## src/design/cpu_defs.svh

```systemverilog
`ifndef CPU_DEFS_SVH
`define CPU_DEFS_SVH

// datapath and instruction width
`define CPU_WORD_W 16

// general register file
`define CPU_REG_CNT 8
`define CPU_REG_AW 3

// program memory
`define CPU_PROG_DEPTH 128
`define CPU_PROG_AW 7

// the branch offset is sign extended to the word width and the
// resulting target is taken modulo the program depth, so only the
// low CPU_PROG_AW bits of any address sum matter

`endif

```

## src/design/isaPkg.sv

```systemverilog
`include "cpu_defs.svh"

package isaPkg;

    ////////////////////////////////////////////////////////////
    // function and condition codes
    ////////////////////////////////////////////////////////////

    // 101 and 110 are reserved, they write nothing
    typedef enum logic [2:0] {
        ADD = 3'b000,
        NEG = 3'b001,
        OR  = 3'b010,
        NOT = 3'b011,
        MOV = 3'b100,
        LDI = 3'b111
    } aluFn;

    // odd codes from C upward are the inverted flag tests
    typedef enum logic [3:0] {
        NONE   = 4'b0000,
        ALWAYS = 4'b0001,
        C      = 4'b0010,
        NC     = 4'b0011,
        Z      = 4'b0100,
        NZ     = 4'b0101,
        V      = 4'b0110,
        NV     = 4'b0111,
        S      = 4'b1000,
        NS     = 4'b1001,
        HALT   = 4'b1111
    } condCode;

    ////////////////////////////////////////////////////////////
    // instruction formats
    ////////////////////////////////////////////////////////////

    // srcA:srcB double as the 6-bit immediate of LDI
    typedef struct packed {
        condCode                cond;
        aluFn                   fn;
        logic [`CPU_REG_AW-1:0] dst;
        logic [`CPU_REG_AW-1:0] srcA;
        logic [`CPU_REG_AW-1:0] srcB;
    } aluWord;

    typedef struct packed {
        condCode     cond;
        logic [11:0] offset;
    } branchWord;

    // same 16 bits seen as ALU or branch word
    typedef union packed {
        aluWord    alu;
        branchWord br;
    } instrWord;

endpackage

```

## src/design/corePkg.sv

```systemverilog
package corePkg;

    ////////////////////////////////////////////////////////////
    // sequencer
    ////////////////////////////////////////////////////////////

    // one pass through FETCH, DECODE, EXEC per instruction
    typedef enum logic [1:0] {
        IDLE   = 2'b00,
        FETCH  = 2'b01,
        DECODE = 2'b10,
        EXEC   = 2'b11
    } seqState;

    ////////////////////////////////////////////////////////////
    // status flags
    ////////////////////////////////////////////////////////////

    // carry, zero, overflow, sign of the last ADD
    typedef struct packed {
        logic c;
        logic z;
        logic v;
        logic s;
    } aluFlags;

endpackage

```

## src/design/progRam.sv

```systemverilog
`timescale 1ns/1ps
`include "cpu_defs.svh"

module progRam (
    input  logic                    clk,
    input  logic                    loadValid,
    input  logic [`CPU_PROG_AW-1:0] loadAddr,
    input  logic [`CPU_WORD_W-1:0]  loadData,
    input  logic [`CPU_PROG_AW-1:0] fetchAddr,
    output logic [`CPU_WORD_W-1:0]  fetchData
);

    logic [`CPU_WORD_W-1:0] mem [`CPU_PROG_DEPTH];

    // load port writes whenever the strobe is up
    always_ff @(posedge clk)
    begin
        if (loadValid)
        begin
            mem[loadAddr] <= loadData;
        end
    end

    // fetch data shows up one cycle after the address
    always_ff @(posedge clk)
    begin
        fetchData <= mem[fetchAddr];
    end

endmodule

```

## src/design/regBank.sv

```systemverilog
`timescale 1ns/1ps
`include "cpu_defs.svh"

module regBank (
    input  logic                   clk,
    input  logic                   rstN,
    input  logic                   wrEn,
    input  logic [`CPU_REG_AW-1:0] wrIdx,
    input  logic [`CPU_WORD_W-1:0] wrData,
    input  logic [`CPU_REG_AW-1:0] rdIdxA,
    input  logic [`CPU_REG_AW-1:0] rdIdxB,
    output logic [`CPU_WORD_W-1:0] rdA,
    output logic [`CPU_WORD_W-1:0] rdB
);

    logic [`CPU_WORD_W-1:0]  regs [`CPU_REG_CNT];
    logic [`CPU_REG_CNT-1:0] wrSel;

    // one-hot load enable per register
    assign wrSel = wrEn ? (`CPU_REG_CNT'(1) << wrIdx) : '0;

    always_ff @(posedge clk)
    begin
        for (int i = 0; i < `CPU_REG_CNT; i++)
        begin
            if (!rstN)
                regs[i] <= '0;
            else if (wrSel[i])
                regs[i] <= wrData;
        end
    end

    // both operands read straight out of the array
    assign rdA = regs[rdIdxA];
    assign rdB = regs[rdIdxB];

endmodule

```

## src/design/aluUnit.sv

```systemverilog
`timescale 1ns/1ps
`include "cpu_defs.svh"

module aluUnit (
    input  logic                   clk,
    input  logic                   rstN,
    input  isaPkg::instrWord       instr,
    input  logic [`CPU_WORD_W-1:0] rdA,
    input  logic [`CPU_WORD_W-1:0] rdB,
    input  logic                   execStrobe,
    output logic [`CPU_WORD_W-1:0] aluResult,
    output logic                   aluWrites,
    output corePkg::aluFlags       flags
);

    localparam int Msb = `CPU_WORD_W - 1;

    logic [`CPU_WORD_W:0] sum;
    logic [5:0]           imm;
    logic                 fnWrites;

    // extra bit keeps the carry out
    assign sum = {1'b0, rdA} + {1'b0, rdB};
    assign imm = {instr.alu.srcA, instr.alu.srcB};

    always_comb
    begin
        case (instr.alu.fn)
            isaPkg::ADD: aluResult = sum[Msb:0];
            isaPkg::NEG: aluResult = -rdB;
            isaPkg::OR:  aluResult = rdA | rdB;
            isaPkg::NOT: aluResult = ~rdB;
            isaPkg::MOV: aluResult = rdB;
            isaPkg::LDI: aluResult = {{(`CPU_WORD_W - 6){imm[5]}}, imm};
            default:     aluResult = '0;
        endcase
    end

    // reserved codes 101 and 110 fall through here
    assign fnWrites = (instr.alu.fn != 3'b101) && (instr.alu.fn != 3'b110);
    assign aluWrites = fnWrites && (instr.alu.cond == isaPkg::NONE);

    ////////////////////////////////////////////////////////////
    // flag register, ADD only
    ////////////////////////////////////////////////////////////

    always_ff @(posedge clk)
    begin
        if (!rstN)
            flags <= '0;
        else if (execStrobe && aluWrites && instr.alu.fn == isaPkg::ADD)
        begin
            flags.c <= sum[`CPU_WORD_W];
            flags.z <= (sum[Msb:0] == '0);
            // same-sign operands, sum flips sign
            flags.v <= (rdA[Msb] == rdB[Msb]) && (sum[Msb] != rdA[Msb]);
            flags.s <= sum[Msb];
        end
    end

endmodule

```

## src/design/branchUnit.sv

```systemverilog
`timescale 1ns/1ps
`include "cpu_defs.svh"

module branchUnit (
    input  isaPkg::instrWord        instr,
    input  logic [`CPU_PROG_AW-1:0] pc,
    input  corePkg::aluFlags        flags,
    output logic                    taken,
    output logic [`CPU_PROG_AW-1:0] target
);

    logic [`CPU_WORD_W-1:0] offsetExt;
    logic [`CPU_WORD_W-1:0] sum;

    // flag or inverted flag picked by the condition code
    always_comb
    begin
        case (instr.br.cond)
            isaPkg::ALWAYS: taken = 1'b1;
            isaPkg::C:      taken = flags.c;
            isaPkg::NC:     taken = !flags.c;
            isaPkg::Z:      taken = flags.z;
            isaPkg::NZ:     taken = !flags.z;
            isaPkg::V:      taken = flags.v;
            isaPkg::NV:     taken = !flags.v;
            isaPkg::S:      taken = flags.s;
            isaPkg::NS:     taken = !flags.s;
            default:        taken = 1'b0;
        endcase
    end

    // relative to the word after the branch, wraps at program depth
    assign offsetExt = {{(`CPU_WORD_W - 12){instr.br.offset[11]}}, instr.br.offset};
    assign sum = `CPU_WORD_W'(pc) + `CPU_WORD_W'(1) + offsetExt;
    assign target = sum[`CPU_PROG_AW-1:0];

endmodule

```

## src/design/cpuSequencer.sv

```systemverilog
`timescale 1ns/1ps
`include "cpu_defs.svh"

module cpuSequencer (
    input  logic                    clk,
    input  logic                    rstN,
    input  logic                    start,
    input  logic [`CPU_WORD_W-1:0]  fetchData,
    input  logic [`CPU_WORD_W-1:0]  aluResult,
    input  logic                    aluWrites,
    input  logic                    taken,
    input  logic [`CPU_PROG_AW-1:0] target,
    output logic [`CPU_PROG_AW-1:0] fetchAddr,
    output isaPkg::instrWord        instr,
    output logic                    execStrobe,
    output logic                    wbValid,
    output logic [`CPU_REG_AW-1:0]  wbReg,
    output logic [`CPU_WORD_W-1:0]  wbData,
    output logic                    halted
);

    corePkg::seqState        state;
    logic [`CPU_PROG_AW-1:0] pc;
    logic                    isHalt;

    assign fetchAddr = pc;
    assign execStrobe = (state == corePkg::EXEC);
    assign isHalt = (instr.br.cond == isaPkg::HALT);

    // register write goes out during EXEC, lands on the closing edge
    assign wbValid = execStrobe && aluWrites;
    assign wbReg = instr.alu.dst;
    assign wbData = aluResult;

    ////////////////////////////////////////////////////////////
    // FSM, PC and halt flag
    ////////////////////////////////////////////////////////////

    always_ff @(posedge clk)
    begin
        if (!rstN)
        begin
            state <= corePkg::IDLE;
            pc <= '0;
            halted <= 1'b0;
        end
        else
        begin
            case (state)
                corePkg::IDLE:
                begin
                    if (start)
                    begin
                        pc <= '0;
                        halted <= 1'b0;
                        state <= corePkg::FETCH;
                    end
                end
                corePkg::FETCH:  state <= corePkg::DECODE;
                corePkg::DECODE: state <= corePkg::EXEC;
                corePkg::EXEC:
                begin
                    if (isHalt)
                    begin
                        halted <= 1'b1;
                        state <= corePkg::IDLE;
                    end
                    else
                    begin
                        // ALU words are never taken, so they fall through to pc+1
                        pc <= taken ? target : pc + 1'b1;
                        state <= corePkg::FETCH;
                    end
                end
                default: state <= corePkg::IDLE;
            endcase
        end
    end

    // IR picks up the fetched word in DECODE
    always_ff @(posedge clk)
    begin
        if (state == corePkg::DECODE)
            instr <= fetchData;
    end

endmodule

```

## src/design/cpuTop.sv

```systemverilog
`timescale 1ns/1ps
`include "cpu_defs.svh"

module cpuTop (
    input  logic                    clk,
    input  logic                    rstN,
    input  logic                    loadValid,
    input  logic [`CPU_PROG_AW-1:0] loadAddr,
    input  logic [`CPU_WORD_W-1:0]  loadData,
    input  logic                    start,
    output logic                    wbValid,
    output logic [`CPU_REG_AW-1:0]  wbReg,
    output logic [`CPU_WORD_W-1:0]  wbData,
    output logic                    halted
);

    logic [`CPU_PROG_AW-1:0] fetchAddr;
    logic [`CPU_WORD_W-1:0]  fetchData;
    isaPkg::instrWord        instr;
    logic                    execStrobe;
    logic [`CPU_WORD_W-1:0]  rdA;
    logic [`CPU_WORD_W-1:0]  rdB;
    logic [`CPU_WORD_W-1:0]  aluResult;
    logic                    aluWrites;
    corePkg::aluFlags        flags;
    logic                    taken;
    logic [`CPU_PROG_AW-1:0] target;

    progRam prog (.clk, .loadValid, .loadAddr, .loadData, .fetchAddr, .fetchData);

    // writeback strobe doubles as the register file write enable
    regBank regs (.clk, .rstN, .wrEn(wbValid), .wrIdx(wbReg), .wrData(wbData),
                  .rdIdxA(instr.alu.srcA), .rdIdxB(instr.alu.srcB), .rdA, .rdB);

    aluUnit alu (.clk, .rstN, .instr, .rdA, .rdB, .execStrobe, .aluResult, .aluWrites, .flags);

    // fetch address is the PC of the word in the IR during EXEC
    branchUnit branch (.instr, .pc(fetchAddr), .flags, .taken, .target);

    cpuSequencer seq (.clk, .rstN, .start, .fetchData, .aluResult, .aluWrites, .taken,
                      .target, .fetchAddr, .instr, .execStrobe, .wbValid, .wbReg, .wbData,
                      .halted);

endmodule

```

## config.mk

```make
export PLATFORM = sky130hd
export DESIGN_NAME = cpuTop
export DESIGN_NICKNAME = d
export VERILOG_FILES = /design/src/design/isaPkg.sv /design/src/design/corePkg.sv /design/src/design/progRam.sv /design/src/design/regBank.sv /design/src/design/aluUnit.sv /design/src/design/branchUnit.sv /design/src/design/cpuSequencer.sv /design/src/design/cpuTop.sv
export VERILOG_INCLUDE_DIRS = /design/src /design/src/design
export SDC_FILE = /design/constraint.sdc
export NUM_CORES = 2
export LEC_CHECK = 0
export ABC_CLOCK_PERIOD_IN_PS = 6700
export BUFFER_PORTS_ARGS = -buffer_cell sky130_fd_sc_hd__buf_2
export CORE_UTILIZATION = 40
export DETAILED_ROUTE_END_ITERATION = 12
export PLACE_DENSITY = 0.61
export SLEW_MARGIN = 30
export SYNTH_ARGS = -nofsm -noshare
export SYNTH_HDL_FRONTEND = slang
export SYNTH_SLANG_ARGS = --single-unit
```

## constraint.sdc

```tcl
create_clock -name clk -period 6.7 [get_ports clk]
set_clock_uncertainty 0.15 [all_clocks]
set_input_delay 0 -clock clk [delete_from_list [all_inputs] [get_ports clk]]
set_output_delay 0 -clock clk [all_outputs]
set_load 0.03 [all_outputs]
```

==> flow_metrics.tcl <==
set metrics [dict create \
    grt_pass1_wl_mm 309.2 \
    met2_length_mm 103.6 \
    htreeDepth 4 \
    cts_setup_buffers 0 \
    synth_edf_count 2192 \
    tns_ns 0 \
    power.share.sequential 0.496 \
    dr.max_layer_used "met4" \
    max_slew_margin 0.3175 \
    whs_ns 0.06515 \
    wl_mm 214.0 \
    synth_seq_cells 2228 \
    worstPathCellList "buf_4, mux4_1, mux2i_4, inv_2, fa_1, a21o_1, a221oi_1, nor2_1, a41oi_1, xor2_1, o21ai_0, a22oi_1, inv_1, buf_2" \
    syn_nets 4164 \
    clkTransAtPathRegs_ns 0.06 \
    syn_to_final_growth_pct 13.57 \
    initial_utilization 0.4041 \
    grt_max_degree 97 \
    max_cap_violations 0 \
    synthTopCellsByCount "2,192 x edfxtp_1, 713 x mux4_2, 317 x nor2_1" \
    outcome "finished clean" \
    first_pass_iters 8 \
    ant_nets 0 \
    setup_ws_ns 0.5845 \
    clock_sinks 2228 \
    layout.nets 4431 \
    synth.most_common_cell "edfxtp_1" \
    cp.required_ns 6.55 \
    grt_pass1_vias 43020 \
    dr_wl_met3_mm 13.18 \
    crit_path_start_kind "flip-flop" \
    post_drt_wl_per_cell_um 28.51 \
    synth_compound_area_frac 0.01582 \
    tritoncts "yes" \
    cts_resized 0 \
    cts_root_buffer "clkbuf_16" \
    worstPathMaxFanout 24 \
    tightest_slew_ns 1.021 \
    grt.overflow.total 0 \
    drt-initial-drc-count 4726 \
    netlist_area_um2 89130 \
    setup_viol 0 \
    async_flop_share 0 \
    vias_per_cell 5.709 \
    intPower_mw 23.55 \
    post-synth-top-area-fraction 0.7385 \
    numPlacedInstances 7065 \
    yosysWarnings 0 \
    cp_slowest_stage_delay_ns 0.69 \
    gp_congestion 0.8547 \
    drive_above_1_share 0.3012 \
    synthAdderAreaFrac 0.006626 \
    yosys-top-cells-area "edfxtp_1 74%, mux4_2 18%, nor2_1 1.3%" \
    synth_top_cell_by_area "edfxtp_1" \
    track_usage 0.1908 \
    rows 172 \
    worst-path-buf-inv 4 \
    pwr-share-clk 0.368 \
    cts_buffer_depth 3 \
    fin_util 0.4589 \
    nFillCells 18170 \
    critPathArrivalTime_ns 5.97 \
    synthSimpleGateAreaFrac 0.02473 \
    syn_avg_cell_area_um2 21.79 \
    synth_xor_area_frac 0.002358 \
    instances_no_fill 7505 \
    dieWidth_um 474.1 \
    hp-class "primary input to flip-flop" \
    post-place-ws_ns 1.404 \
    antenna_found_initial 4 \
    period_share 0.9128 \
    slew_viol_final 0 \
    clock_latency_ns 0.84 \
    switchingPower_mw 7.990 \
    hold_viol 0 \
    critPathTopFamily "compound AO/OA/AOI/OAI gates" \
    die_y_um 474.1 \
    leakagePower_nw 30.84 \
    ys.flop_type "edfxtp_1" \
    cp_slowest_cell "dfxtp_2" \
    fmax_mhz 163.5 \
    vdd_drop_max_mv 0.2932 \
    power_density_nw_per_um2 311.6 \
    design.core.area_um2 220600 \
    port_buffers 47 \
    hpwlAfterDp_mm 123.0 \
    holdBufCountCts 37 \
    ys_seq_area_frac 0.7466 \
    vias 42850 \
    die_area_um2 224700 \
    io_pins 48 \
    sw_frac_of_total 0.2533 \
    criticalPathCategory "flip-flop to primary output" \
    syn_inst 4091 \
    combPwrFrac 0.136 \
    synth_mux_area_frac 0.1909 \
    period_needed_ns 6.115 \
    rsz0062_at_grt "no" \
    synth_top_family_by_area "multiplexers" \
    synth_cell_types 77 \
    drc_errors 0 \
    cts_buffers 212 \
    wl_met1_mm 93.50 \
    cp-end-kind "primary output" \
]
==> metrics by stage <==
step / cell area, um2 / power [mW]
finish: 101200 / 31.54
detailed placement: 94130 / 20.20
floorplan: 89130 / 18.87
global placement: 94080 / 20.14
global route: 101200 / 32.61
CTS: 101200 / 31.77
==> kinds of logic (layout without fill, tap and decap cells) <==
| logic type | Yosys count | in the layout |
|---|---|---|
| flip-flops | 2228 | 2228 |
| multiplexers | 797 | 797 |
| AND/OR/NAND/NOR | 511 | 511 |
| buffers and inverters | 289 | 736 |
| AO/OA/AOI/OAI | 196 | 196 |
| adder cells (fa/ha/maj) | 46 | 46 |
| XOR/XNOR | 24 | 24 |
| other | 0 | 9 |
==> layer usage <==
| layer | vias up | global-route usage |
|---|---|---|
| met3 | 269 | 0.02574 |
| met4 | 0 | 0.04176 |
| li1 | 17760 | - |
| met2 | 1591 | 0.3048 |
| met1 | 23220 | 0.2797 |
| met5 | - | 0 |
==> path summary, 6_finish.rpt <==
check | start | depth (start not counted) | slack [ns] | endpoint
max | flip-flop | 14 | 0.58 | wbData[10]
min | loadData[8] | 2 | 0.07 | prog.mem[19][8]
max reg2reg | flip-flop | 13 | 1.34 | regs.regs[4][10]
min reg2reg | prog.fetchData[6] | 0 | 0.26 | seq.instr[6]
==> final cells by class <==
type,instances,area (um2),area share
flip-flops and latches,2228,66570,0.6576
well taps,2958,3701,0.03656
repair buffers,277,2298,0.02271
inverters,65,244.0,0.002410
diodes,9,22.52,0.0002225
clock inverters,130,1164,0.01150
clock buffers,264,5520,0.05453
multi-input cells,1574,21710,0.2144
==> layout by cell type (no fill, tap or decap), drive strengths merged, types with 6 or more instances in the layout <==
cell and count:
nand2b 17, nor2 317, bufinv 15, a21oi 35
clkinv 98, nand2 69, a22oi 9, clkinvlp 8
nor3 28, buf 242, edfxtp 2192, a221oi 21
inv 74, mux2i 71, o31ai 10, o21ai 47
mux2 8, ha 44, dlygate4sd3 35, o32ai 7
nand3 25, clkbuf 264, o211ai 6, xnor2 14
and3 7, nand4 9, nor2b 17, o22ai 7
dfxtp 36, mux4 718, a21o 10, xor2 10
diode 9, a211oi 7
==> power by group through the flow <==
stage          clock (mW)  combinational (mW)  sequential, mW
2_1_floorplan           0                3.08            15.8
3_3_place_gp            0                4.21            15.9
3_5_place_dp            0                4.26            15.9
4_1_cts              11.8                4.29            15.6
5_1_grt              12.3                4.63            15.7
6_report             11.6                4.29            15.6
==> state kept, by name, summed over array words and instances, names as in the netlist, named ones only <==
name and flops:
alu.flags 4, prog.mem 2048, prog.fetchData 16, seq.halted 1, regs.regs 128, seq.instr 16, seq.fetchAddr 7, seq.state 2
Power figures use the tool's default switching activity.
